$ cat src/design/csa_params.svh
`ifndef CSA_PARAMS_SVH
`define CSA_PARAMS_SVH

// pid field in word 0, also the table address
`define CSA_PID_W 12
// per-pid tables, one entry per address
`define CSA_TABLE_DEPTH (1 << `CSA_PID_W)

// output side
`define CSA_CHANNEL_NUM 32
`define CSA_CONT_W 4
`define CSA_TS_W 32

// key material
`define CSA_CW_W 64
`define CSA_CW_BYTES 8

// header words ahead of each packet
`define CSA_HDR_WORDS 4
// bit positions inside header word 1
`define CSA_HDR_FLAG_BIT 2
`define CSA_HDR_PARITY_BIT 0

// configuration byte streams
`define CSA_CFG_W 8

`endif

$ cat src/design/csa_pkg.sv
`include "csa_params.svh"

package csa_pkg;

	////////////////////
	// scalar types
	////////////////////

	// pid, also the table address
	typedef logic [`CSA_PID_W-1:0] pid_t;

	// one configuration byte
	typedef logic [`CSA_CFG_W-1:0] cfg_byte_t;

	// output channel index
	typedef logic [$clog2(`CSA_CHANNEL_NUM)-1:0] chan_t;

	// continuity count, bumps once per channel rotation
	typedef logic [`CSA_CONT_W-1:0] cont_t;

	////////////////////
	// packed records
	////////////////////

	// one control-word table entry
	typedef struct packed {
		logic parity;
		logic [`CSA_CW_W-1:0] cw;
	} cw_entry_t;

	// output word, start marks header word 0 of a frame
	typedef struct packed {
		logic start;
		logic [`CSA_TS_W-1:0] data;
	} ts_word_t;

endpackage

$ cat src/design/channel_sched.sv
`timescale 1ns/1ps
`include "csa_params.svh"

module channel_sched (
	input  logic                         clk,
	input  logic                         rst,
	input  csa_pkg::ts_word_t            frm_word,
	input  logic                         frm_valid,
	output csa_pkg::cont_t               cont,
	output csa_pkg::ts_word_t            ts_dout,
	output logic [`CSA_CHANNEL_NUM-1:0]  ts_dout_en
);

	import csa_pkg::*;

	chan_t chan;
	logic  frm_valid_q;
	logic  frm_end;

	////////////////////
	// rotation
	////////////////////

	// falling edge of valid closes a frame
	assign frm_end = frm_valid_q && !frm_valid;

	always_ff @(posedge clk)
	begin
		if (rst)
			frm_valid_q <= 1'b0;
		else
			frm_valid_q <= frm_valid;
	end

	// wrap of the channel index bumps continuity
	always_ff @(posedge clk)
	begin
		if (rst)
		begin
			chan <= '0;
			cont <= '0;
		end
		else if (frm_end)
		begin
			if (chan == chan_t'(`CSA_CHANNEL_NUM - 1))
			begin
				chan <= '0;
				cont <= cont + 1'b1;
			end
			else
			begin
				chan <= chan + 1'b1;
			end
		end
	end

	////////////////////
	// output stage
	////////////////////

	always_ff @(posedge clk)
	begin
		ts_dout <= frm_word;
	end

	// only the current channel sees the frame
	always_ff @(posedge clk)
	begin
		if (rst)
			ts_dout_en <= '0;
		else if (frm_valid)
			ts_dout_en <= `CSA_CHANNEL_NUM'(1) << chan;
		else
			ts_dout_en <= '0;
	end

	a_onehot_en : assert property (@(posedge clk) disable iff (rst) $onehot0(ts_dout_en))
		else $error("more than one channel enabled");

endmodule

$ cat config.mk
export PLATFORM = sky130hd
export DESIGN_NAME = channel_sched
export DESIGN_NICKNAME = d
export VERILOG_FILES = /design/src/design/csa_pkg.sv /design/src/design/channel_sched.sv
export VERILOG_INCLUDE_DIRS = /design/src /design/src/design
export SDC_FILE = /design/constraint.sdc
export NUM_CORES = 1
export LEC_CHECK = 0
export BUFFER_PORTS_ARGS = -buffer_cell sky130_fd_sc_hd__buf_2
export CAP_MARGIN = 20
export CORE_ASPECT_RATIO = 2
export CORE_MARGIN = 2
export CORE_UTILIZATION = 39
export CTS_CLUSTER_DIAMETER = 50
export DETAILED_ROUTE_END_ITERATION = 7
export GPL_TIMING_DRIVEN = 0
export PLACE_DENSITY = 0.82
export SLEW_MARGIN = 20
export SYNTH_ARGS = -nofsm -noshare
export SYNTH_HDL_FRONTEND = slang
export SYNTH_SLANG_ARGS = --single-unit
$ cat constraint.sdc
create_clock -name clk -period 1.86 [get_ports clk]
set_clock_uncertainty 0.1 [all_clocks]
set_input_delay 0 -clock clk [delete_from_list [all_inputs] [get_ports clk]]
set_output_delay 0 -clock clk [all_outputs]
set_load 0.03 [all_outputs]
==> metrics.csv <==
metric,value,unit
fillers,386,
drt-pass1-iter-count,4,
setup_viol,0,
antenna_violations_before_repair,0,
pwr_density_cell,989,nW/µm²
slew_headroom,0.705,
synth_top_area_frac,0.738,
power.combinational.fraction,0.076,
switching_share,0.220,
detail_route.vias_per_cell,4.43,
synth.largest_area_cell,sky130_fd_sc_hd__dfxtp_1,
seq_power_share,0.521,
max_slew.worst_pin.slew,0.442,ns
timing.critical_path.mode_cell,sky130_fd_sc_hd__ha_2,
worst_path_largest_cell_delay,0.38,ns
utilization,0.633,
areaGrowthSynthToFinish,58.5,%
cp.arrival,1.92,ns
floorplan.die_area,5840,µm²
gpl_wtd_cong,0.722,
fin_crit_share,0.942,
floorplan.die.width,55.1,µm
grt-ovfl-total,0,
worst_hold_path_type,in -> reg,
placed_cells_incl_taps,332,
netlist_instances,170,
clockRootBuffer,sky130_fd_sc_hd__clkbuf_8,
netlist-cell-type-count,24,
yosysWarnings,0,
wl_per_cell,12.8,µm
post_synth_design_cell_area,2030,µm²
first_global_vias,1676,
fin_crit,1.75,ns
achievable-frequency,571,MHz
worstPathMaxFanout,7,
detailedPlace.worstSlack,-0.135,ns
core.rowCount,37,
ys_ff_latch,75,
cts_inserted_buffers,9,
clock_path_buffers,2,
setup.worst_path.class,reg -> reg,
drcViolationCount,0,
tns,0,ns
clkSinkCount,75,
synth.yosys.seq_area_share,0.738,
net-switching-power,0.701,mW
detailedPlacementHpwl,2960,µm
ant_nets,0,
worst_setup_path_end_kind,flop,
cp_cell_sequence,ha_2 > and3_1 > ha_2 > nand3b_1 > or3_1 > a21oi_1,
numPortBuffers,104,
synth.net_count,214,
clk-insertion-delay-late,0.34,ns
initial_utilization,0.399,
floorplan.core_area,5090,µm²
setup_repair_after_global_routing_missed_its_margin,false,
avgSynthCellArea,12.0,µm²
num_antenna_cells,0,
gr-usage-all-layers,0.181,
drt_first_iter_violations,19,
maxSlewViolCount,0,
finalNetCount,366,
hold_slack,0.197,ns
synth_top_cells_by_area,"sky130_fd_sc_hd__dfxtp_1 74%, sky130_fd_sc_hd__nor2_1 6.8%, sky130_fd_sc_hd__ha_1 4.9%",
tritoncts,yes,
drive_gt1_frac,0.391,
layoutNonFillerInstCount,385,
detailroute.via_count,1707,
largest_net_degree_at_the_start_of_global_routing,13,
clock_transition_at_the_registers_of_the_reported_paths,0.07,ns
power.leakage,1.55,nW
vdd_ir_drop_max,0.000668,V
clock_power_share,0.403,
slowest_stage,sky130_fd_sc_hd__dfxtp_4,
timing.critical_path.max_delay_family,simple AND/OR/NAND/NOR gates,
htree_num_levels,3,
worst-path-buf-inv,0,
worst_ep_required_time,2.03,ns
grt_pass1_wl,7160,µm
run_status,"finished, final reports clean",
wl,4950,µm
boundaryPins,105,
crit_path_start_kind,flop,
finalHoldViolations,0,
final_critical_path_setup_slack,0.108,ns
die_h,106,µm
max-cap-violations,0,
internal_power,2.49,mW
==> registers in the layout, indices dropped and copies added, names as in the netlist <==
signal and cells:
ts_dout 33, ts_dout_en 32, chan 5, cont 4
frm_valid_q 1
==> final timing paths <==
kind | from | cells after the start | endpoint | slack, ns
hold reg to reg | cont[3] | 2 | cont[3] | 0.39
setup / recovery | chan[0] | 6 | cont[3] | 0.11
setup reg to reg | chan[0] | 6 | cont[3] | 0.11
hold / removal | frm_word[29] | 2 | ts_dout[29] | 0.20
==> cell usage after synthesis <==
cell type / instances
sky130_fd_sc_hd__nor2_1: 37
sky130_fd_sc_hd__mux2i_1: 3
sky130_fd_sc_hd__nor3b_1: 1
sky130_fd_sc_hd__a21oi_1: 4
sky130_fd_sc_hd__nand3_1: 2
sky130_fd_sc_hd__nand2b_1: 4
sky130_fd_sc_hd__ha_1: 8
sky130_fd_sc_hd__nand4b_1: 1
sky130_fd_sc_hd__and3b_1: 1
sky130_fd_sc_hd__and3_1: 1
sky130_fd_sc_hd__nand2b_4: 1
sky130_fd_sc_hd__nand3b_1: 1
sky130_fd_sc_hd__o21ai_0: 2
sky130_fd_sc_hd__nor2b_1: 1
sky130_fd_sc_hd__xor2_1: 2
sky130_fd_sc_hd__nand2_1: 13
sky130_fd_sc_hd__clkbuf_1: 3
sky130_fd_sc_hd__or2_2: 1
sky130_fd_sc_hd__buf_6: 1
sky130_fd_sc_hd__dfxtp_1: 75
sky130_fd_sc_hd__inv_1: 3
sky130_fd_sc_hd__a31oi_1: 1
sky130_fd_sc_hd__or4_1: 1
sky130_fd_sc_hd__or3_1: 3
==> per-stage QoR <==
stage / power, mW / instance area [µm²]
floorplan: 1.80 / 2030
global placement: 1.87 / 2630
detailed placement: 1.88 / 2630
CTS: 3.21 / 3210
global route: 3.29 / 3220
finish: 3.19 / 3220
==> logic make-up (layout without fill, tap and decap cells) <==
kind of cell / Yosys count / count (layout) / synth area share
mux: 3 / 3 / 0.0148
simple gates: 68 / 68 / 0.154
fa+ha+maj: 8 / 8 / 0.0492
compound gates: 7 / 7 / 0.0178
flops: 75 / 75 / 0.738
xor+xnor: 2 / 2 / 0.00862
buf+inv: 7 / 164 / 0.0166
==> cell usage in the layout, fill, tap and decap left out, drive strengths merged, types with 3 or more instances in the layout <==
cell,netlist,final
mux2i,3,3
or3,3,3
buf,1,106
ha,8,8
dfxtp,75,75
nand2b,5,5
clkbuf,3,16
a21oi,4,4
dlygate4sd3,0,36
nor2,37,37
nand2,13,13
inv,3,3
==> layer usage <==
metal  routed length (µm)  up-vias  part of all wire  GRT usage
met1                 1600      783              0.32      0.132
met5                    0        -                 0          0
met4                  148        0             0.030      0.110
met3                  355       12             0.072     0.0674
li1                     -      846                 -          -
met2                 2850       66              0.58      0.344
==> power groups by stage <==
stage	Sequential, mW	Combinational, mW	Clock [mW]
6_report	1.66	0.243	1.28
5_1_grt	1.66	0.259	1.37
4_1_cts	1.66	0.239	1.31
3_5_place_dp	1.70	0.180	0
3_3_place_gp	1.69	0.178	0
2_1_floorplan	1.78	0.0200	0
==> area by class of cell <==
| cell class | instances | area [µm²] | area share |
|---|---|---|---|
| buffer | 4 | 23.8 | 0.00738 |
| clock buffer | 13 | 169 | 0.0524 |
| clock inverter | 3 | 45.0 | 0.0140 |
| inverter | 3 | 11.3 | 0.00350 |
| multi-input combinational | 88 | 503 | 0.156 |
| sequential | 75 | 1510 | 0.468 |
| tap | 58 | 72.6 | 0.0225 |
| timing repair buffer | 141 | 888 | 0.276 |
==> what timing repair did <==
item	in CTS	in global routing
buffers inserted	1	0
pin swaps	0	0
hold buffers	36	0
setup endpoints to repair	2	2
gates resized for setup	4	3
hold endpoints to repair	43	0
(Power assumes the default switching activity.)
