File: src/design/csa_params.svh
`ifndef CSA_PARAMS_SVH
`define CSA_PARAMS_SVH

// pid field in word 0, also the table address
`define CSA_PID_W 12
// per-pid tables, one entry per address
`define CSA_TABLE_DEPTH (1 << `CSA_PID_W)

// output side
`define CSA_CHANNEL_NUM 32
`define CSA_CONT_W 4
`define CSA_TS_W 32

// key material
`define CSA_CW_W 64
`define CSA_CW_BYTES 8

// header words ahead of each packet
`define CSA_HDR_WORDS 4
// bit positions inside header word 1
`define CSA_HDR_FLAG_BIT 2
`define CSA_HDR_PARITY_BIT 0

// configuration byte streams
`define CSA_CFG_W 8

`endif

File: src/design/csa_pkg.sv
`include "csa_params.svh"

package csa_pkg;

	////////////////////
	// scalar types
	////////////////////

	// pid, also the table address
	typedef logic [`CSA_PID_W-1:0] pid_t;

	// one configuration byte
	typedef logic [`CSA_CFG_W-1:0] cfg_byte_t;

	// output channel index
	typedef logic [$clog2(`CSA_CHANNEL_NUM)-1:0] chan_t;

	// continuity count, bumps once per channel rotation
	typedef logic [`CSA_CONT_W-1:0] cont_t;

	////////////////////
	// packed records
	////////////////////

	// one control-word table entry
	typedef struct packed {
		logic parity;
		logic [`CSA_CW_W-1:0] cw;
	} cw_entry_t;

	// output word, start marks header word 0 of a frame
	typedef struct packed {
		logic start;
		logic [`CSA_TS_W-1:0] data;
	} ts_word_t;

endpackage

File: src/design/ts_header_inserter.sv
`timescale 1ns/1ps
`include "csa_params.svh"

module ts_header_inserter (
	input  logic                   clk,
	input  logic                   rst,
	input  logic [`CSA_TS_W-1:0]   ts_din,
	input  logic                   ts_din_en,
	// table lookup
	output csa_pkg::pid_t          pid_addr,
	input  logic                   pid_flag,
	input  csa_pkg::cw_entry_t     cw_entry,
	// to the scheduler
	input  csa_pkg::cont_t         cont,
	output csa_pkg::ts_word_t      frm_word,
	output logic                   frm_valid
);

	localparam int HDR = `CSA_HDR_WORDS;

	logic [7:0]          word_cnt;
	logic                sop;
	// input register ahead of the delay line
	logic [`CSA_TS_W-1:0] din_q;
	logic                din_en_q;
	logic [`CSA_TS_W-1:0] dly_data [HDR];
	logic [HDR-1:0]      dly_en;
	// header phase
	logic                hdr_act;
	logic [1:0]          hdr_idx;
	logic [`CSA_CW_W-1:0] cw_hold;

	////////////////////
	// packet front
	////////////////////

	assign sop = ts_din_en && (word_cnt == 8'd0);

	// saturates on long packets so word 0 is seen once
	always_ff @(posedge clk)
	begin
		if (rst || !ts_din_en)
			word_cnt <= '0;
		else if (word_cnt != 8'hff)
			word_cnt <= word_cnt + 1'b1;
	end

	// pid taken from word 0, held for the whole frame
	always_ff @(posedge clk)
	begin
		if (sop)
			pid_addr <= ts_din[`CSA_PID_W-1:0];
	end

	// packet waits here while the header goes out
	always_ff @(posedge clk)
	begin
		din_q       <= ts_din;
		dly_data[0] <= din_q;
		for (int i = 1; i < HDR; i++)
			dly_data[i] <= dly_data[i-1];
	end

	always_ff @(posedge clk)
	begin
		if (rst)
		begin
			din_en_q <= 1'b0;
			dly_en   <= '0;
		end
		else
		begin
			din_en_q <= ts_din_en;
			dly_en   <= {dly_en[HDR-2:0], din_en_q};
		end
	end

	////////////////////
	// header phase
	////////////////////

	always_ff @(posedge clk)
	begin
		if (rst)
		begin
			hdr_act <= 1'b0;
			hdr_idx <= '0;
		end
		else if (sop)
		begin
			hdr_act <= 1'b1;
			hdr_idx <= '0;
		end
		else if (hdr_act)
		begin
			hdr_idx <= hdr_idx + 1'b1;
			if (hdr_idx == 2'(HDR - 1))
				hdr_act <= 1'b0;
		end
	end

	// lookup data lands during header word 1
	always_ff @(posedge clk)
	begin
		if (hdr_act && hdr_idx == 2'd1)
			cw_hold <= cw_entry.cw;
	end

	// header words, then the delayed packet
	always_ff @(posedge clk)
	begin
		frm_word.start <= 1'b0;
		frm_word.data  <= dly_data[HDR-1];
		if (hdr_act)
		begin
			case (hdr_idx)
				2'd0:
				begin
					frm_word.start <= 1'b1;
					frm_word.data  <= {{(`CSA_TS_W-`CSA_CONT_W){1'b0}}, cont};
				end
				2'd1: frm_word.data <= {{(`CSA_TS_W-3){1'b0}}, pid_flag, 1'b0, cw_entry.parity};
				2'd2: frm_word.data <= cw_hold[`CSA_CW_W-1:`CSA_TS_W];
				default: frm_word.data <= cw_hold[`CSA_TS_W-1:0];
			endcase
		end
	end

	always_ff @(posedge clk)
	begin
		if (rst)
			frm_valid <= 1'b0;
		else
			frm_valid <= hdr_act || dly_en[HDR-1];
	end

	// input spacing must leave room for the header
	a_no_overlap : assert property (@(posedge clk) disable iff (rst) sop |-> !hdr_act)
		else $error("packet started inside a header phase");

endmodule

File: config.mk
export PLATFORM = sky130hd
export DESIGN_NAME = ts_header_inserter
export DESIGN_NICKNAME = d
export VERILOG_FILES = /design/src/design/csa_pkg.sv /design/src/design/ts_header_inserter.sv
export VERILOG_INCLUDE_DIRS = /design/src /design/src/design
export SDC_FILE = /design/constraint.sdc
export NUM_CORES = 1
export LEC_CHECK = 0
export BUFFER_PORTS_ARGS = -buffer_cell sky130_fd_sc_hd__clkbuf_2
export CAP_MARGIN = 20
export CORE_UTILIZATION = 45
export DETAILED_ROUTE_END_ITERATION = 6
export PLACE_DENSITY = 0.67
export REMOVE_ABC_BUFFERS = 1
export SYNTH_ARGS = -nofsm -noshare
export SYNTH_HDL_FRONTEND = slang
export SYNTH_SLANG_ARGS = --single-unit
File: constraint.sdc
create_clock -name clk -period 3.4 [get_ports clk]
set_clock_uncertainty 0.05 [all_clocks]
set_input_delay 0.17 -clock clk [delete_from_list [all_inputs] [get_ports clk]]
set_output_delay 0.17 -clock clk [all_outputs]
set_load 0.02 [all_outputs]
==> flow_summary_export.csv <==
group,metric,value,unit
placed_design,post-dp-hpwl,8390,um
detailed_routing,dr.pass1.iters,5,
detailed_routing,initialDrtViolationCount,250,
timing,post-route-min-period,2.03,ns
power,power_density,650,nW/um^2
global_route,grt_overflow_total,0,
logic_synthesis,synth_edf_count,76,
placed_design,placed_cells_incl_taps,852,
cts,cts_buffers,26,
logic_synthesis,syn_inst,498,
critical_path,r2r_start,"word_cnt[2]",
detailed_routing,drt-vias-per-instance,4.65,
detailed_routing,finalWirelength,14500,um
logic_synthesis,ys.flop_type,"dfxtp_1",
cts,htree_num_levels,1,
cts,clk_latency,0.51,ns
detailed_routing,ant_nets,0,
critical_path,crit_arrival,2.20,ns
logic_synthesis,synth-async-reset-ratio,0,
logic_synthesis,ys_warn_count,0,
placed_design,dpl_cell_area,8640,sq um
timing,drv_slew,0,
floorplanning,num_io_pins,151,
placed_design,dp_slack,1.19,ns
finish,stdcell_area,10500,sq um
critical_path,worst_path_max_delay_cell,"or4_4",
logic_synthesis,synthTopCellsByArea,"dfxtp_1 55%, edfxtp_1 30%, a31oi_1 2.8%",
cts,cts.reportedPaths.clkPinSlew,0.06,ns
cts,cts-root-buf,"clkbuf_16",
finish,syn2layout_area_growth,36.7,%
finish,final_cells,1001,
timing,min_period_over_period,0.597,
timing,hold-worst-slack,0.0708,ns
critical_path,critPathTopFamily,"simple AND/OR/NAND/NOR gates",
critical_path,critPathCaptureType,"register",
finish,n_antenna_cell,0,
timing,tightest_slew,0.815,ns
timing,setup_viol,0,
floorplanning,rows,47,
logic_synthesis,synth_top_area_share,0.550,
finish,ff_latch_area,6490,sq um
critical_path,startpoint,"word_cnt[2]",
global_route,antenna_found_initial,0,
power,ir_drop,0.000347,V
detailed_routing,wl_per_cell,14.5,um
cts,ctsResizeCount,0,
finish,layout.nets,872,
floorplanning,die_w,132,um
timing,finalHoldViolCount,0,
detailed_routing,vias,4658,
global_route,grt_max_degree,70,
floorplanning,die_y,132,um
logic_synthesis,synth-seq-area-share,0.848,
critical_path,required,3.57,ns
logic_synthesis,ys_seq_elements,286,
timing,max_freq,0.492,GHz
cts,tritoncts,"yes",
min_path,holdCritStartpoint,"cont[0]",
global_route,grt_pass1_wl,23100,um
logic_synthesis,synth_area_leader_cell,"dfxtp_1",
global_route,grt_pass1_vias,4737,
critical_path,slowest_delay,0.56,ns
timing,slew_headroom,0.457,
critical_path,startpoint_type,"register",
run,cap_violations,0,
cts,cts.sinks,286,
cts,cts_buffer_depth,3,
critical_path,crit_chain,"or4_4, nor4_4, buf_6",
global_route,grt_usage,0.167,
logic_synthesis,avgSynthCellArea,15.4,sq um
min_path,min_path_type,"in -> reg",
logic_synthesis,synthesis.area,7650,sq um
power,leakage,4.25,nW
timing,rsz0062_at_grt,"no",
critical_path,crit_type,"reg -> reg",
detailed_routing,drc,0,
floorplanning,die-area,17500,sq um
status,status,"complete, no violations",
critical_path,cp_max_fo,10,
timing,fin_ws,1.37,ns
finish,drive_above_1_share,0.257,
logic_synthesis,ys_types,36,
placed_design,place_congestion,0.763,
floorplanning,start_util,0.461,
finish,multi_input_area,1020,sq um
floorplanning,fp.coreArea,16600,sq um
finish,fill_cells,1239,
critical_path,critPathBufInv,1,
power,finalPower,6.79,mW
placed_design,port-buffer-count,150,
## layout make-up
type / instances / area share
timing repair buffer: 255 / 0.175
sequential: 286 / 0.621
tap: 220 / 0.0263
inverter: 10 / 0.00359
clock buffer: 39 / 0.0718
multi-input combinational: 182 / 0.0978
clock inverter: 9 / 0.00503
## cell usage in the layout, fill, tap and decap left out, types with 3 or more instances in the layout
master | synthesis | routed
and2_1 | 4 | 3
clkinv_2 | 0 | 4
o22ai_1 | 4 | 4
inv_1 | 10 | 10
ha_1 | 6 | 5
edfxtp_1 | 76 | 76
dlygate4sd3_1 | 0 | 100
nor2b_1 | 4 | 4
o21ai_0 | 10 | 10
dfxtp_1 | 210 | 209
clkbuf_8 | 1 | 3
nand2_1 | 30 | 30
clkbuf_1 | 15 | 9
a31oi_1 | 34 | 34
nor3_1 | 4 | 4
clkbuf_16 | 0 | 27
nor2_1 | 31 | 31
nand3_1 | 34 | 34
clkbuf_2 | 0 | 150
## sequential cells by signal, indices dropped and copies added, names as in the netlist
signal / flops
dly_data: 128
word_cnt: 8
frm_word: 33
din_q: 32
hdr_idx: 2
cw_hold: 64
din_en_q: 1
pid_addr: 12
frm_valid: 1
hdr_act: 1
dly_en: 4
## where the power goes
part           internal (mW)  switching [mW]  leakage, nW  total, mW
logic                  0.193           0.205         1.39      0.398
clock network           1.53            1.15        0.392       2.68
registers               3.67          0.0455         2.46       3.72
total                   5.40            1.40         4.25       6.79
## final timing paths
kind / to / slack [ns] / cells past startpoint
setup reg to reg: pid_addr[6] / 1.37 / 3
hold reg to reg: dly_data[0][9] / 0.27 / 0
hold / removal: frm_word[0] / 0.07 / 4
setup / recovery: pid_addr[6] / 1.37 / 3
## what timing repair did
action,in CTS,in global routing
setup buffers,0,0
hold endpoints to repair,122,0
hold buffers,100,0
## cells by family (layout without fill, tap and decap cells)
| family | after synthesis | count (layout) | share of synthesized area |
|---|---|---|---|
| AOI/OAI and AO/OA | 56 | 56 | 0.0461 |
| muxes | 1 | 1 | 0.00131 |
| DFF | 286 | 286 | 0.848 |
| buffers and inverters | 30 | 313 | 0.0186 |
| and+or+nand+nor | 118 | 118 | 0.0748 |
| xor gates and xnor gates | 1 | 1 | 0.00115 |
| adders and majority gates | 6 | 6 | 0.00982 |
## routing by layer
layer,up-vias,wire (um),global-route usage
li1,2261,-,-
met2,191,7200,0.299
met1,2151,5890,0.199
met3,55,917,0.0346
met5,-,0,0
met4,0,489,0.0562
## synthesized netlist by cell type, drive strengths merged, types with 2 or more instances
library cell	number
clkbuf	16
inv	10
buf	4
nand3	34
and2	4
edfxtp	76
ha	6
dfxtp	210
and3	3
nand2	30
a31oi	34
nor2	31
a222oi	2
a221oi	2
nor3	4
a21oi	2
nor2b	4
o22ai	4
o21ai	10
## stage by stage
stage | setup TNS [ns] | utilization
after floorplan | -7.18 | -
after global placement | 0 | 0.519
after detailed placement | 0 | 0.521
after CTS | 0 | 0.630
after global routing | 0 | 0.630
final | 0 | 0.630
## worst reg2reg max path, stage by stage, from the launching register on
cell     delay (ns)
dfxtp_1        0.41
or4_4          0.56
nor4_4         0.49
buf_6          0.23
No activity file was read; power rests on OpenSTA's default activity.
