==> src/design/csa_params.svh <==
`ifndef CSA_PARAMS_SVH
`define CSA_PARAMS_SVH

// pid field in word 0, also the table address
`define CSA_PID_W 12
// per-pid tables, one entry per address
`define CSA_TABLE_DEPTH (1 << `CSA_PID_W)

// output side
`define CSA_CHANNEL_NUM 32
`define CSA_CONT_W 4
`define CSA_TS_W 32

// key material
`define CSA_CW_W 64
`define CSA_CW_BYTES 8

// header words ahead of each packet
`define CSA_HDR_WORDS 4
// bit positions inside header word 1
`define CSA_HDR_FLAG_BIT 2
`define CSA_HDR_PARITY_BIT 0

// configuration byte streams
`define CSA_CFG_W 8

`endif

==> src/design/csa_pkg.sv <==
`include "csa_params.svh"

package csa_pkg;

	////////////////////
	// scalar types
	////////////////////

	// pid, also the table address
	typedef logic [`CSA_PID_W-1:0] pid_t;

	// one configuration byte
	typedef logic [`CSA_CFG_W-1:0] cfg_byte_t;

	// output channel index
	typedef logic [$clog2(`CSA_CHANNEL_NUM)-1:0] chan_t;

	// continuity count, bumps once per channel rotation
	typedef logic [`CSA_CONT_W-1:0] cont_t;

	////////////////////
	// packed records
	////////////////////

	// one control-word table entry
	typedef struct packed {
		logic parity;
		logic [`CSA_CW_W-1:0] cw;
	} cw_entry_t;

	// output word, start marks header word 0 of a frame
	typedef struct packed {
		logic start;
		logic [`CSA_TS_W-1:0] data;
	} ts_word_t;

endpackage

==> src/design/cw_cfg_parser.sv <==
`timescale 1ns/1ps
`include "csa_params.svh"

module cw_cfg_parser (
	input  logic                clk,
	input  logic                rst,
	input  csa_pkg::cfg_byte_t  cfg_din,
	input  logic                cfg_din_en,
	output csa_pkg::pid_t       wr_addr,
	output csa_pkg::cw_entry_t  wr_entry,
	output logic                wr
);

	// parity byte plus control-word bytes
	logic [3:0] key_idx;
	logic       key_done;
	// low byte of an address pair is next
	logic       pair_lo;

	////////////////////
	// frame sequencing
	////////////////////

	always_ff @(posedge clk)
	begin
		if (rst || !cfg_din_en)
		begin
			key_idx  <= '0;
			key_done <= 1'b0;
			pair_lo  <= 1'b0;
		end
		else if (!key_done)
		begin
			key_idx <= key_idx + 1'b1;
			if (key_idx == 4'(`CSA_CW_BYTES))
				key_done <= 1'b1;
		end
		else
		begin
			pair_lo <= !pair_lo;
		end
	end

	////////////////////
	// key and address
	////////////////////

	// byte 0 parity, then cw shifted in msb first
	always_ff @(posedge clk)
	begin
		if (cfg_din_en && !key_done)
		begin
			if (key_idx == 4'd0)
				wr_entry.parity <= cfg_din[0];
			else
				wr_entry.cw <= {wr_entry.cw[`CSA_CW_W-`CSA_CFG_W-1:0], cfg_din};
		end
	end

	// same key may go to any number of pids
	always_ff @(posedge clk)
	begin
		if (cfg_din_en && key_done)
		begin
			if (!pair_lo)
				wr_addr[`CSA_PID_W-1:8] <= cfg_din[`CSA_PID_W-9:0];
			else
				wr_addr[7:0] <= cfg_din;
		end
	end

	always_ff @(posedge clk)
	begin
		if (rst)
			wr <= 1'b0;
		else
			wr <= cfg_din_en && key_done && pair_lo;
	end

	// first pair completes 11 bytes into the frame at the earliest
	a_key_first : assert property (@(posedge clk) disable iff (rst)
		$rose(cfg_din_en) |-> !wr [*(`CSA_CW_BYTES + 3)])
		else $error("cw table written before the key bytes arrived");

endmodule

==> config.mk <==
export PLATFORM = sky130hd
export DESIGN_NAME = cw_cfg_parser
export DESIGN_NICKNAME = d
export VERILOG_FILES = /design/src/design/csa_pkg.sv /design/src/design/cw_cfg_parser.sv
export VERILOG_INCLUDE_DIRS = /design/src /design/src/design
export SDC_FILE = /design/constraint.sdc
export NUM_CORES = 1
export LEC_CHECK = 0
export ABC_AREA = 1
export BUFFER_PORTS_ARGS = -buffer_cell sky130_fd_sc_hd__buf_2
export CAP_MARGIN = 40
export CORE_ASPECT_RATIO = 1.75
export CORE_MARGIN = 2
export CORE_UTILIZATION = 32
export DETAILED_ROUTE_END_ITERATION = 6
export GPL_ROUTABILITY_DRIVEN = 0
export GPL_TIMING_DRIVEN = 0
export PLACE_DENSITY = 0.6
export SLEW_MARGIN = 20
export SYNTH_ARGS = -nofsm -noshare
export SYNTH_HDL_FRONTEND = slang
export SYNTH_SLANG_ARGS = --single-unit
==> constraint.sdc <==
create_clock -name clk -period 9.2 [get_ports clk]
set_input_delay 0.46 -clock clk [delete_from_list [all_inputs] [get_ports clk]]
set_output_delay 0.46 -clock clk [all_outputs]
set_load 0.1 [all_outputs]
==> flow_results.org <==
** Power
- Dividing total power by cell area gives a power density of 247.9 mW/mm2.
- In this run, the combinational gates consume 10.7% of the power.
- Cell internal power was estimated by the tool at 678.7 uW.
- The share of total power dissipated in the clock network is 40.8%.
- Switching part of the total power :: 23.95%
- Power dissipated by switching net loads :: 213.7 uW
- The analysis attributes to cell leakage a power of 0.001379 uW.
- Peak supply drop :: 0.1280 mV
- Sequential fraction of design power :: 48.5%

** Placed design
- After detailed placement, the total cell area comes to 0.003294 mm2.
- Port buffering added 88 buffers.
- OpenSTA, run right after detailed placement, puts the worst setup slack at 7265 ps.
- Detailed placement ended at an HPWL of 3353 um.
- After detailed placement, the design holds a cell count of 306.

** Clock tree
- TritonCTS built the clock tree.
- For this design, the sink count on the clock tree is 84.
- Post-CTS Setup Inserts :: 0
- In this run the clock root is driven by a sky130_fd_sc_hd__clkbuf_16.
- TritonCTS created 9 clock buffers.
- Total of hold buffers inserted after clock tree synthesis :: 0
- H-tree Lvls :: 3
- Resized Gates After CTS :: 0
- Insertion delay to the later sink of the worst-skew pair :: 320 ps
- The longest clock path from root to sink contains 2 buffers.
- After clock tree synthesis, the clock-pin slew on the worst setup and hold paths is 60 ps.

** Critical path
- Required time worst endpoint :: 9230 ps
- Kind of start point of the critical path :: register
- Category of the critical setup timing path :: reg2reg
- Crit Path Max Fanout :: 21
- Category of the worst setup path capture point :: register
- Data arrives at the worst endpoint at 1960 ps.

** Global routing
- For this run, the total global-route usage over all layers was measured as 10.38%.
- Pin count of the biggest net entering global routing :: 22
- Global-route wire length before repair :: 6831 um
- The number of global-route vias before repair is 1370.
- The number of antenna violations at the first check in global routing is 0.
- After global routing the overflow that remains totals 0.

** Finish
- Excluding fillers, the count of instances in the completed layout stands at 322.
- The area growth from synthesis to layout is 35.64%.
- Count of nets after finishing :: 238
- 0 antenna diodes ended up in the layout.
- Summing all non-filler instances in the final layout gives an area of 0.003600 mm2.
- End-of-flow core utilization :: 43.88%
- Layout cell share with drive strength beyond 1 :: 46.96%

** Synthesis
- Multiplexer cells account for 0% of the synthesized area.
- During synthesis, Yosys emitted a total of 0 warnings.
- Dominant combinational cell family by area after synthesis :: simple AND/OR/NAND/NOR gates
- The synthesized netlist devotes 0.9430% of its cell area to adder and majority cells.
- Yosys top cell area share :: 87.13%
- Averaged over all synthesized cells, the footprint is 21.58 um2.
- Cell taking the most area after synthesis :: sky130_fd_sc_hd__edfxtp_1
- Summing the areas of all compound-gate instances in the mapped netlist gives 0.8015% of the synthesized area.
- Post-Synth Simple-Gate Area :: 4.432%
- #FFs+latches synth :: 84
- Area share of xor/xnor cells in the synthesized design :: 0%
- Most area-consuming cells after synthesis :: sky130_fd_sc_hd__edfxtp_1 (87%), sky130_fd_sc_hd__dfxtp_1 (5.3%), sky130_fd_sc_hd__nand2_1 (1.3%)
- Yosys mapped the design onto 15 distinct sky130hd cell types.
- Summed instance area of the synthesized netlist :: 0.002654 mm2
- Counting every instance in the synthesized netlist gives 123.
- Summing the sequential cell areas from Yosys gives 92.41% of the chip area.
- Syn_nets :: 136

** STA
- Final worst setup slack :: 7274 ps
- At the pin with the least slew margin, the transition time is 685.6 ps.
- Pins Over Slew Limit :: 0
- On the final layout, the worst clock skew is 5.636 ps.
- Final worst path period share :: 20.94%
- For this run, the top clock speed supported by timing is 519.1 MHz.
- Setup repair after global routing left no endpoint under its margin.
- The clock period could shrink to 1926 ps.
- In the final timing run, aggregate negative setup slack is 0 ps.
- Max-Slew Margin vs Limit :: 54.12%
- Setup violations remaining at the end of the flow were counted as 0.
- Hold Vio Cnt, Final :: 0

** Floorplan
- Die footprint :: 0.009066 mm2
- The initial utilization of the core area, before any placement, comes to 32.35%.
- Core Region :: 0.008203 mm2
- The die is 72.84 um wide.
- In this run the count of I/O pins placed on the die edge is 89.
- Chip Height :: 124.5 um
- In this run the core area contains 44 standard-cell rows.

** Worst hold path
- The min-delay analysis places its worst path in the category in2reg.

** Routing
- After detailed routing, the average wire length per cell comes to 13.93 um.
- Antenna violation net count after detailed routing :: 0
- After detailed routing, the number of remaining DRC violations is 0.
- Number of search-and-repair iterations in the first detailed-routing pass :: 4
- Post-DR vias/cell :: 4.370
- The first routing iteration left 97 violations.
- Via total after detailed routing :: 1407
- Summed over all layers, the routed wires come to 4487 um.

** Run
- Max-cap violations in this run came to 0.

** Status
- Outcome :: complete, no violations
[per-layer routing]
layer | track usage, % | vias up | part of all wire, %
met3 | 4.773 | 8 | 9.3
met1 | 11.51 | 660 | 39
met4 | 5.556 | 0 | 2.0
met5 | 0 | - | 0
li1 | - | 662 | -
met2 | 16.26 | 77 | 49
[flip-flops by register name, indices dropped and copies added, names as in the netlist]
signal / flops
wr: 1
pair_lo: 1
key_done: 1
wr_entry: 65
wr_addr: 12
key_idx: 4
[power by group through the flow]
| stage | combinational [uW] | sequential (uW) | clock [uW] |
|---|---|---|---|
| floorplan | 7.22 | 512 | 0 |
| global placement | 91.2 | 443 | 0 |
| CTS | 96.0 | 433 | 375 |
| finish | 95.3 | 433 | 364 |
| global route | 98.4 | 434 | 389 |
| detailed placement | 95.9 | 441 | 0 |
[worst max-delay path: stages (launching register included)]
cell and delay [ps]:
sky130_fd_sc_hd__dfxtp_1 360, sky130_fd_sc_hd__inv_1 70, sky130_fd_sc_hd__ha_1 250, sky130_fd_sc_hd__a31oi_4 530, sky130_fd_sc_hd__buf_16 240, sky130_fd_sc_hd__buf_16 180
[cells in the mapped netlist]
library cell               count
sky130_fd_sc_hd__nand2_1       9
sky130_fd_sc_hd__nor3_1        2
sky130_fd_sc_hd__a21oi_1       3
sky130_fd_sc_hd__nor3_2        1
sky130_fd_sc_hd__inv_1         6
sky130_fd_sc_hd__edfxtp_1     77
sky130_fd_sc_hd__buf_6         1
sky130_fd_sc_hd__or2_1         1
sky130_fd_sc_hd__dfxtp_1       7
sky130_fd_sc_hd__nor3b_2       1
sky130_fd_sc_hd__nand3_1       3
sky130_fd_sc_hd__a31oi_1       1
sky130_fd_sc_hd__inv_2         1
sky130_fd_sc_hd__nor2_1        8
sky130_fd_sc_hd__ha_1          2
[kinds of logic (layout without fill, tap and decap cells)]
group                    Yosys count  in the layout
flip-flops                        84             84
AND/OR/NAND/NOR                   25             25
buffers and inverters              8            115
AO/OA/AOI/OAI                      4              4
adder cells (fa/ha/maj)            2              2
[path summary, 6_finish.rpt]
check                       to  cells past startpoint          from  slack [ps]
setup / recovery  wr_entry[23]                      5    key_idx[0]        7270
hold / removal      wr_addr[4]                      1    cfg_din[4]         320
setup reg to reg  wr_entry[23]                      5    key_idx[0]        7270
hold reg to reg   wr_entry[20]                      0  wr_entry[12]         440
[stage by stage]
step	total power, uW	hold slack (ps)
after global placement	534.5	424.9
after global routing	921.3	311.5
after floorplan	519.5	463.3
final	892.5	320.0
after CTS	904.3	303.4
after detailed placement	537.2	428.1
[layout by cell type (no fill, tap or decap)]
cell type	count
sky130_fd_sc_hd__buf_2	88
sky130_fd_sc_hd__edfxtp_1	77
sky130_fd_sc_hd__nand2_1	9
sky130_fd_sc_hd__clkbuf_16	9
sky130_fd_sc_hd__nor2_1	8
sky130_fd_sc_hd__dfxtp_1	7
sky130_fd_sc_hd__inv_1	6
sky130_fd_sc_hd__clkbuf_1	4
sky130_fd_sc_hd__nand3_1	3
sky130_fd_sc_hd__a21oi_1	3
sky130_fd_sc_hd__nor3_1	2
sky130_fd_sc_hd__ha_1	2
sky130_fd_sc_hd__bufinv_16	2
sky130_fd_sc_hd__buf_16	2
sky130_fd_sc_hd__inv_2	1
sky130_fd_sc_hd__a31oi_4	1
sky130_fd_sc_hd__or2_1	1
sky130_fd_sc_hd__buf_6	1
sky130_fd_sc_hd__nor3_2	1
sky130_fd_sc_hd__nor3b_2	1
sky130_fd_sc_hd__clkinv_2	1
sky130_fd_sc_hd__buf_8	1
[layout make-up]
type	instances	area (um2)
fillers	687	4603
flip-flops and latches	84	2452
repair buffers	91	510.5
clock buffers	13	240.2
multi-input cells	31	178.9
well taps	92	115.1
clock inverters	3	65.06
inverters	7	26.28
plain buffers	1	11.26
Power figures use the tool's default switching activity.
