`config.mk`:
```
export PLATFORM = sky130hd
export DESIGN_NAME = pid_cfg_parser
export DESIGN_NICKNAME = d
export VERILOG_FILES = /design/src/design/csa_pkg.sv /design/src/design/pid_cfg_parser.sv
export VERILOG_INCLUDE_DIRS = /design/src /design/src/design
export SDC_FILE = /design/constraint.sdc
export NUM_CORES = 1
export LEC_CHECK = 0
export BUFFER_PORTS_ARGS = -buffer_cell sky130_fd_sc_hd__buf_2
export CORE_MARGIN = 2
export CORE_UTILIZATION = 42
export CTS_CLUSTER_DIAMETER = 80
export DETAILED_ROUTE_END_ITERATION = 12
export HOLD_SLACK_MARGIN = 0.05
export PLACE_DENSITY_LB_ADDON = 0.12
export SLEW_MARGIN = 20
export SYNTH_ARGS = -nofsm -noshare
export SYNTH_HDL_FRONTEND = slang
export SYNTH_SLANG_ARGS = --single-unit
```
`constraint.sdc`:
```
create_clock -name clk -period 1.5 [get_ports clk]
set_clock_uncertainty 0.2 [all_clocks]
set_input_delay 0.075 -clock clk [delete_from_list [all_inputs] [get_ports clk]]
set_output_delay 0.075 -clock clk [all_outputs]
set_load 0.02 [all_outputs]
```
`src/design/csa_params.svh`:
```
`ifndef CSA_PARAMS_SVH
`define CSA_PARAMS_SVH

// pid field in word 0, also the table address
`define CSA_PID_W 12
// per-pid tables, one entry per address
`define CSA_TABLE_DEPTH (1 << `CSA_PID_W)

// output side
`define CSA_CHANNEL_NUM 32
`define CSA_CONT_W 4
`define CSA_TS_W 32

// key material
`define CSA_CW_W 64
`define CSA_CW_BYTES 8

// header words ahead of each packet
`define CSA_HDR_WORDS 4
// bit positions inside header word 1
`define CSA_HDR_FLAG_BIT 2
`define CSA_HDR_PARITY_BIT 0

// configuration byte streams
`define CSA_CFG_W 8

`endif

```
`src/design/csa_pkg.sv`:
```
`include "csa_params.svh"

package csa_pkg;

	////////////////////
	// scalar types
	////////////////////

	// pid, also the table address
	typedef logic [`CSA_PID_W-1:0] pid_t;

	// one configuration byte
	typedef logic [`CSA_CFG_W-1:0] cfg_byte_t;

	// output channel index
	typedef logic [$clog2(`CSA_CHANNEL_NUM)-1:0] chan_t;

	// continuity count, bumps once per channel rotation
	typedef logic [`CSA_CONT_W-1:0] cont_t;

	////////////////////
	// packed records
	////////////////////

	// one control-word table entry
	typedef struct packed {
		logic parity;
		logic [`CSA_CW_W-1:0] cw;
	} cw_entry_t;

	// output word, start marks header word 0 of a frame
	typedef struct packed {
		logic start;
		logic [`CSA_TS_W-1:0] data;
	} ts_word_t;

endpackage

```
`src/design/pid_cfg_parser.sv`:
```
`timescale 1ns/1ps
`include "csa_params.svh"

module pid_cfg_parser (
	input  logic               clk,
	input  logic               rst,
	input  csa_pkg::cfg_byte_t cfg_din,
	input  logic               cfg_din_en,
	output csa_pkg::pid_t      wr_addr,
	output logic               wr_flag,
	output logic               wr
);

	// position inside the 3-byte group
	logic [1:0] byte_cnt;

	// group counter, restarts with every frame
	always_ff @(posedge clk)
	begin
		if (rst || !cfg_din_en)
			byte_cnt <= '0;
		else if (byte_cnt == 2'd2)
			byte_cnt <= '0;
		else
			byte_cnt <= byte_cnt + 1'b1;
	end

	// address high nibble, then low byte, then flag
	always_ff @(posedge clk)
	begin
		if (cfg_din_en)
		begin
			case (byte_cnt)
				2'd0: wr_addr[`CSA_PID_W-1:8] <= cfg_din[`CSA_PID_W-9:0];
				2'd1: wr_addr[7:0] <= cfg_din;
				default: wr_flag <= cfg_din[0];
			endcase
		end
	end

	// strobe on the cycle after the flag byte
	always_ff @(posedge clk)
	begin
		if (rst)
			wr <= 1'b0;
		else
			wr <= cfg_din_en && (byte_cnt == 2'd2);
	end

	// groups are three bytes, so writes never run back to back
	a_wr_spaced : assert property (@(posedge clk) disable iff (rst) wr |=> !wr)
		else $error("pid table write strobe held for two cycles");

endmodule

```
==> flow_metrics.tcl, run 1 <==
set metrics [dict create \
    report.final.slew_viol_count 0 \
    rsz0062_at_grt "no" \
    fin_ws_ps 133 \
    final.setup.tns_ps 0 \
    cts.path.max_buffers 2 \
    syn_avg_cell_area_um2 20.4 \
    hold_path_end "byte_cnt[0]$_SDFF_PP0_" \
    crit_required_ps 1290 \
    antenna_found_initial 0 \
    grt_max_degree 10 \
    hold_class "reg -> reg" \
    yosysWarnings 0 \
    cts_buffers 3 \
    design_area_um2 833 \
    place_congestion 0.571 \
    fill_cells 103 \
    overflow 0 \
    max_slew_margin 0.862 \
    drt-total-wl_um 915 \
    final_util 0.657 \
    clock_latency_ps 270 \
    reg2reg_to "wr_flag$_DFFE_PP_" \
    initial_core_util 0.435 \
    die_area_um2 1620 \
    peakVddDrop_mv 0.883 \
    ioPinCount 25 \
    area_growth_pct 51.0 \
    track_usage 0.111 \
    finalNetCount 80 \
    cp-end-kind "flop" \
    syn-cell-area_um2 552 \
    syn_nets 41 \
    root_buffer "clkbuf_4" \
    start_kind "flop" \
    wire_per_inst_um 11.4 \
    grt_pass1_wl_um 1100 \
    multiInputGateArea_um2 100 \
    hold_violations 0 \
    cts_tree "built" \
    cp_max_fo 3 \
    vias_per_cell 4.40 \
    leakage_nw 0.351 \
    status "finished, final reports clean" \
    setup_violations 0 \
    period_share 0.912 \
    dr.pass1.iters 4 \
    maxCapViolCount 0 \
    powerDensity_nw_per_um2 1040 \
    first_iter_violations 6 \
    rows 13 \
    synth_cell_types 9 \
    grt_pass1_vias 296 \
    min_path_cells 1 \
    period_minus_slack_ps 1370 \
    clk_transition_reported_paths_ps 90 \
    postSynthCellCount 27 \
    seqCellArea_um2 450 \
    ys_ff_latch 16 \
    r2r_start "byte_cnt[0]$_SDFF_PP0_" \
    vias 352 \
    cp_data_arrival_time_ps 1150 \
    drcViolationCount 0 \
    fin_cells 80 \
    cts_setup_buffers 0 \
    timing.fmax_ghz 0.731 \
    min-delay-start "byte_cnt[0]$_SDFF_PP0_" \
    ys_seq_area_frac 0.816 \
    die_h_um 40.2 \
    rrSetupSlack_ps 130 \
    core_area_um2 1270 \
    portBuffers 24 \
    clock-sinks 16 \
    final_antenna_net_count 0 \
    die_x_um 40.2 \
    post_dp_cell_area_um2 691 \
    worst-setup-path-type "reg -> reg" \
    antenna_cells 0 \
    htreeDepth 1 \
    dpl.cell_count 66 \
    worst_pin_slew_ps 208 \
    r2r_cells 3 \
    drive_above_1_share 0.492 \
    pre_cts_ws_ps 38.8 \
]
logic make-up after synthesis:
logic type	Yosys count	share of synthesized area
adders and majority gates	3	0.0680
buffers and inverters	2	0.0136
DFF	16	0.816
and+or+nand+nor	6	0.102
cell usage after synthesis, drive strengths merged:
master	n	area, um2
and2	2	12.5
and3b	1	8.76
and4bb	1	12.5
dfxtp	3	60.1
edfxtp	13	390
ha	3	37.5
inv	2	7.51
nor3b	1	7.51
nor4b	1	15.0
sequential cells by signal, summed over array words and instances, names as in the netlist:
name and flops:
byte_cnt 2, wr 1, wr_addr 12, wr_flag 1
layout make-up:
class / count / area share
Sequential cell: 16 / 0.541
Inverter: 2 / 0.00901
Clock buffer: 4 / 0.0435
Tap cell: 15 / 0.0225
Multi-Input combinational cell: 9 / 0.120
Timing Repair Buffer: 34 / 0.264
worst max path at each step:
stage                           start                    to  slack, ps
2_1_floorplan  byte_cnt[0]$_SDFF_PP0_  wr_addr[0]$_DFFE_PP_        190
3_3_place_gp   byte_cnt[0]$_SDFF_PP0_     wr_flag$_DFFE_PP_         80
3_5_place_dp   byte_cnt[0]$_SDFF_PP0_  wr_addr[0]$_DFFE_PP_         40
4_1_cts        byte_cnt[0]$_SDFF_PP0_  wr_addr[0]$_DFFE_PP_         30
5_1_grt        byte_cnt[0]$_SDFF_PP0_     wr_flag$_DFFE_PP_         40
6_report       byte_cnt[0]$_SDFF_PP0_     wr_flag$_DFFE_PP_        130
cells in the final DEF (no fill, tap or decap), drive strengths merged:
cell         instances
and3b                1
nor3b                1
ha                   3
and4bb               1
nor4b                1
dlygate4sd3         10
edfxtp              13
clkbuf               4
and2                 2
inv                  2
buf                 24
dfxtp                3
per-stage QoR:
| step | total power, mW | hold WS (ps) |
|---|---|---|
| floorplan | 0.550 | -50.8 |
| global placement | 0.579 | 56.2 |
| detailed placement | 0.583 | 54.2 |
| CTS | 0.873 | 290 |
| global route | 0.900 | 302 |
| finish | 0.868 | 287 |
timing repair:
| item | in CTS | in global routing |
|---|---|---|
| endpoints found under the setup margin | 0 | 9 |
| endpoints found under the hold margin | 17 | 0 |
| resized for setup | 0 | 2 |
| hold buffers | 10 | 0 |
report_power, final:
part	switching, mW	internal, mW
clock network	0.127	0.147
logic	0.0445	0.0447
registers	0.00513	0.499
routing by layer:
metal | GRT usage | vias up | wire [um]
met5 | 0 | - | 0
met4 | 0.0250 | 0 | 0
met3 | 0.0500 | 0 | 76
met2 | 0.202 | 15 | 478
met1 | 0.117 | 159 | 360
li1 | - | 178 | -
critical path, stage by stage, from the launching register on:
cell     delay (ps)
dfxtp_1         390
inv_1            90
ha_1            220
nor3b_2         190
(Power assumes the default switching activity.)
==> inputs of run 2 (changes only) <==
ABC_AREA = 1   (was default)
PLACE_DENSITY_LB_ADDON = 0.1   (was 0.12)
SLEW_MARGIN = 0   (was 20)
==> flow_metrics.tcl, run 2 <==
set metrics [dict create \
    rows 13 \
    maxCapViolCount 0 \
    drt-total-wl_um 875 \
    die_x_um 40.1 \
    crit_required_ps 1260 \
    root_buffer "clkbuf_4" \
    antenna_cells 0 \
    regMostFlops "wr_addr" \
    drive_above_1_share 0.389 \
    grt_pass1_wl_um 1320 \
    rsz0062_at_grt "no" \
    vias_per_cell 4.25 \
    rrSetupSlack_ps 140 \
    dr.pass1.iters 4 \
    dpl.hpwl_um 600 \
    yosysWarnings 0 \
    final_cell_mix "24 x buf_2, 13 x edfxtp_1, 10 x dlygate4sd3_1" \
    htreeDepth 1 \
    peakVddDrop_mv 0.638 \
    start_kind "flop" \
    cts_resized 0 \
    synth.area.top_cells "edfxtp_1 71%, dfxtp_1 11%, ha_1 6.8%" \
    largest_reg_flops 12 \
    reg2reg_to "wr_addr[0]$_DFFE_PP_" \
    r2r_cells 4 \
    antenna_found_initial 0 \
    cts_tree "built" \
    synthFlopType "edfxtp_1" \
    worst-setup-path-type "reg -> reg" \
    track_usage 0.137 \
    hold_violations 0 \
    met2_usage 0.274 \
    clk_transition_reported_paths_ps 80 \
    mostFrequentLayoutCell "buf_2" \
    finalNetCount 87 \
    setup_violations 0 \
    clock-sinks 16 \
    ys_ff_latch 16 \
    core_area_um2 1250 \
    yosysMostFrequentCell "edfxtp_1" \
    ys_seq_area_frac 0.822 \
    period_minus_slack_ps 1360 \
    synth_edf_count 13 \
    area_growth_pct 50.2 \
    top_usage_layer "met2" \
    hold_class "reg -> reg" \
    first_iter_violations 8 \
    period_share 0.905 \
    cts_setup_buffers 0 \
    timing.fmax_ghz 0.736 \
    synth_cell_types 8 \
    reg_top3 "wr_addr (12), byte_cnt (2)" \
    ioPinCount 25 \
    cts_buffers 3 \
    max_slew_margin 0.805 \
    synth_top_area_cell "edfxtp_1" \
    gr-usage-met3 0.0333 \
    postSynthCellCount 34 \
    cp_data_arrival_time_ps 1120 \
    portBuffers 24 \
    cts.path.max_buffers 2 \
    synth_common_cells "13 x edfxtp_1, 8 x inv_1, 3 x dfxtp_1, 3 x ha_1" \
    syn-cell-area_um2 548 \
    place_congestion 0.654 \
    total_power_mw 0.863 \
    grt_use_met1 0.106 \
    final.setup.tns_ps 0 \
    overflow 0 \
    cp-end-kind "flop" \
    powerDensity_nw_per_um2 1050 \
    final_antenna_net_count 0 \
    initial_core_util 0.438 \
    clock_latency_ps 280 \
    r2r_start "byte_cnt[1]$_SDFF_PP0_" \
    cp_max_fo 8 \
    drcViolationCount 0 \
    wire_per_inst_um 10.1 \
    async_flop_share 0 \
    vias 370 \
    die_h_um 40.1 \
    leakage_nw 0.369 \
    min-delay-start "byte_cnt[0]$_SDFF_PP0_" \
    grt_max_degree 10 \
    min_path_cells 1 \
    synth_top_area_frac 0.712 \
    syn_avg_cell_area_um2 16.1 \
    syn_nets 48 \
    hold_path_end "byte_cnt[0]$_SDFF_PP0_" \
    status "finished, final reports clean" \
    worst_pin_slew_ps 293 \
    report.final.slew_viol_count 0 \
    final_util 0.657 \
    grt_pass1_vias 353 \
    die_area_um2 1610 \
]
-- run 2: worst max-delay path, cell delays in order (launching register included) --
cell	delay [ps]
dfxtp_1	320
inv_1	70
ha_1	170
nand2_1	60
inv_1	230
-- run 2: timing repair --
item / CTS / global route
hold endpoints to repair: 21 / 0
endpoints found under the setup margin: 0 / 0
hold buffers: 10 / 0
-- run 2: worst max-delay path by stage --
| stage | startpoint | to | cells after the start |
|---|---|---|---|
| after floorplan | byte_cnt[0]$_SDFF_PP0_ | wr_flag$_DFFE_PP_ | 3 |
| after global placement | byte_cnt[1]$_SDFF_PP0_ | wr_addr[7]$_DFFE_PP_ | 4 |
| after detailed placement | byte_cnt[1]$_SDFF_PP0_ | wr_addr[4]$_DFFE_PP_ | 4 |
| after CTS | byte_cnt[1]$_SDFF_PP0_ | wr_addr[0]$_DFFE_PP_ | 4 |
| after global routing | byte_cnt[1]$_SDFF_PP0_ | wr_addr[2]$_DFFE_PP_ | 4 |
| final | byte_cnt[1]$_SDFF_PP0_ | wr_addr[0]$_DFFE_PP_ | 4 |
-- run 2: kinds of logic (layout without fill, tap and decap cells) --
family        count (synthesis)  count (layout)  share of synthesized area
simple gates                  7               7                     0.0548
buf+inv                       8              46                     0.0548
flops                        16              16                      0.822
fa+ha+maj                     3               3                     0.0685
-- run 2: power breakdown --
part / switching, mW / total (mW) / leakage, nW / internal (mW)
logic: 0.0463 / 0.0878 / 0.203 / 0.0415
clock network: 0.125 / 0.272 / 0.0210 / 0.148
registers: 0.00408 / 0.503 / 0.145 / 0.499
-- run 2: final cells by class --
type / instances / area [um2]
clock buffer: 4 / 36.3
fill: 91 / 429
tap: 15 / 18.8
timing repair buffer: 34 / 220
multi-input combinational: 10 / 67.6
sequential: 16 / 450
inverter: 8 / 30.0
-- run 2: stage by stage --
step	setup WS [ps]	hold WS, ps	area, um2	instances
2_1_floorplan	224	-47.4	548	34
3_3_place_gp	132	52.0	687	73
3_5_place_dp	131	53.3	687	73
4_1_cts	119	252	823	87
5_1_grt	10.9	268	823	87
6_report	142	247	823	87
-- run 2: per-layer routing --
| layer | share of wire | vias to the layer above |
|---|---|---|
| met1 | 0.35 | 163 |
| met2 | 0.56 | 16 |
| li1 | - | 187 |
| met5 | 0 | - |
| met4 | 0.022 | 0 |
| met3 | 0.066 | 4 |
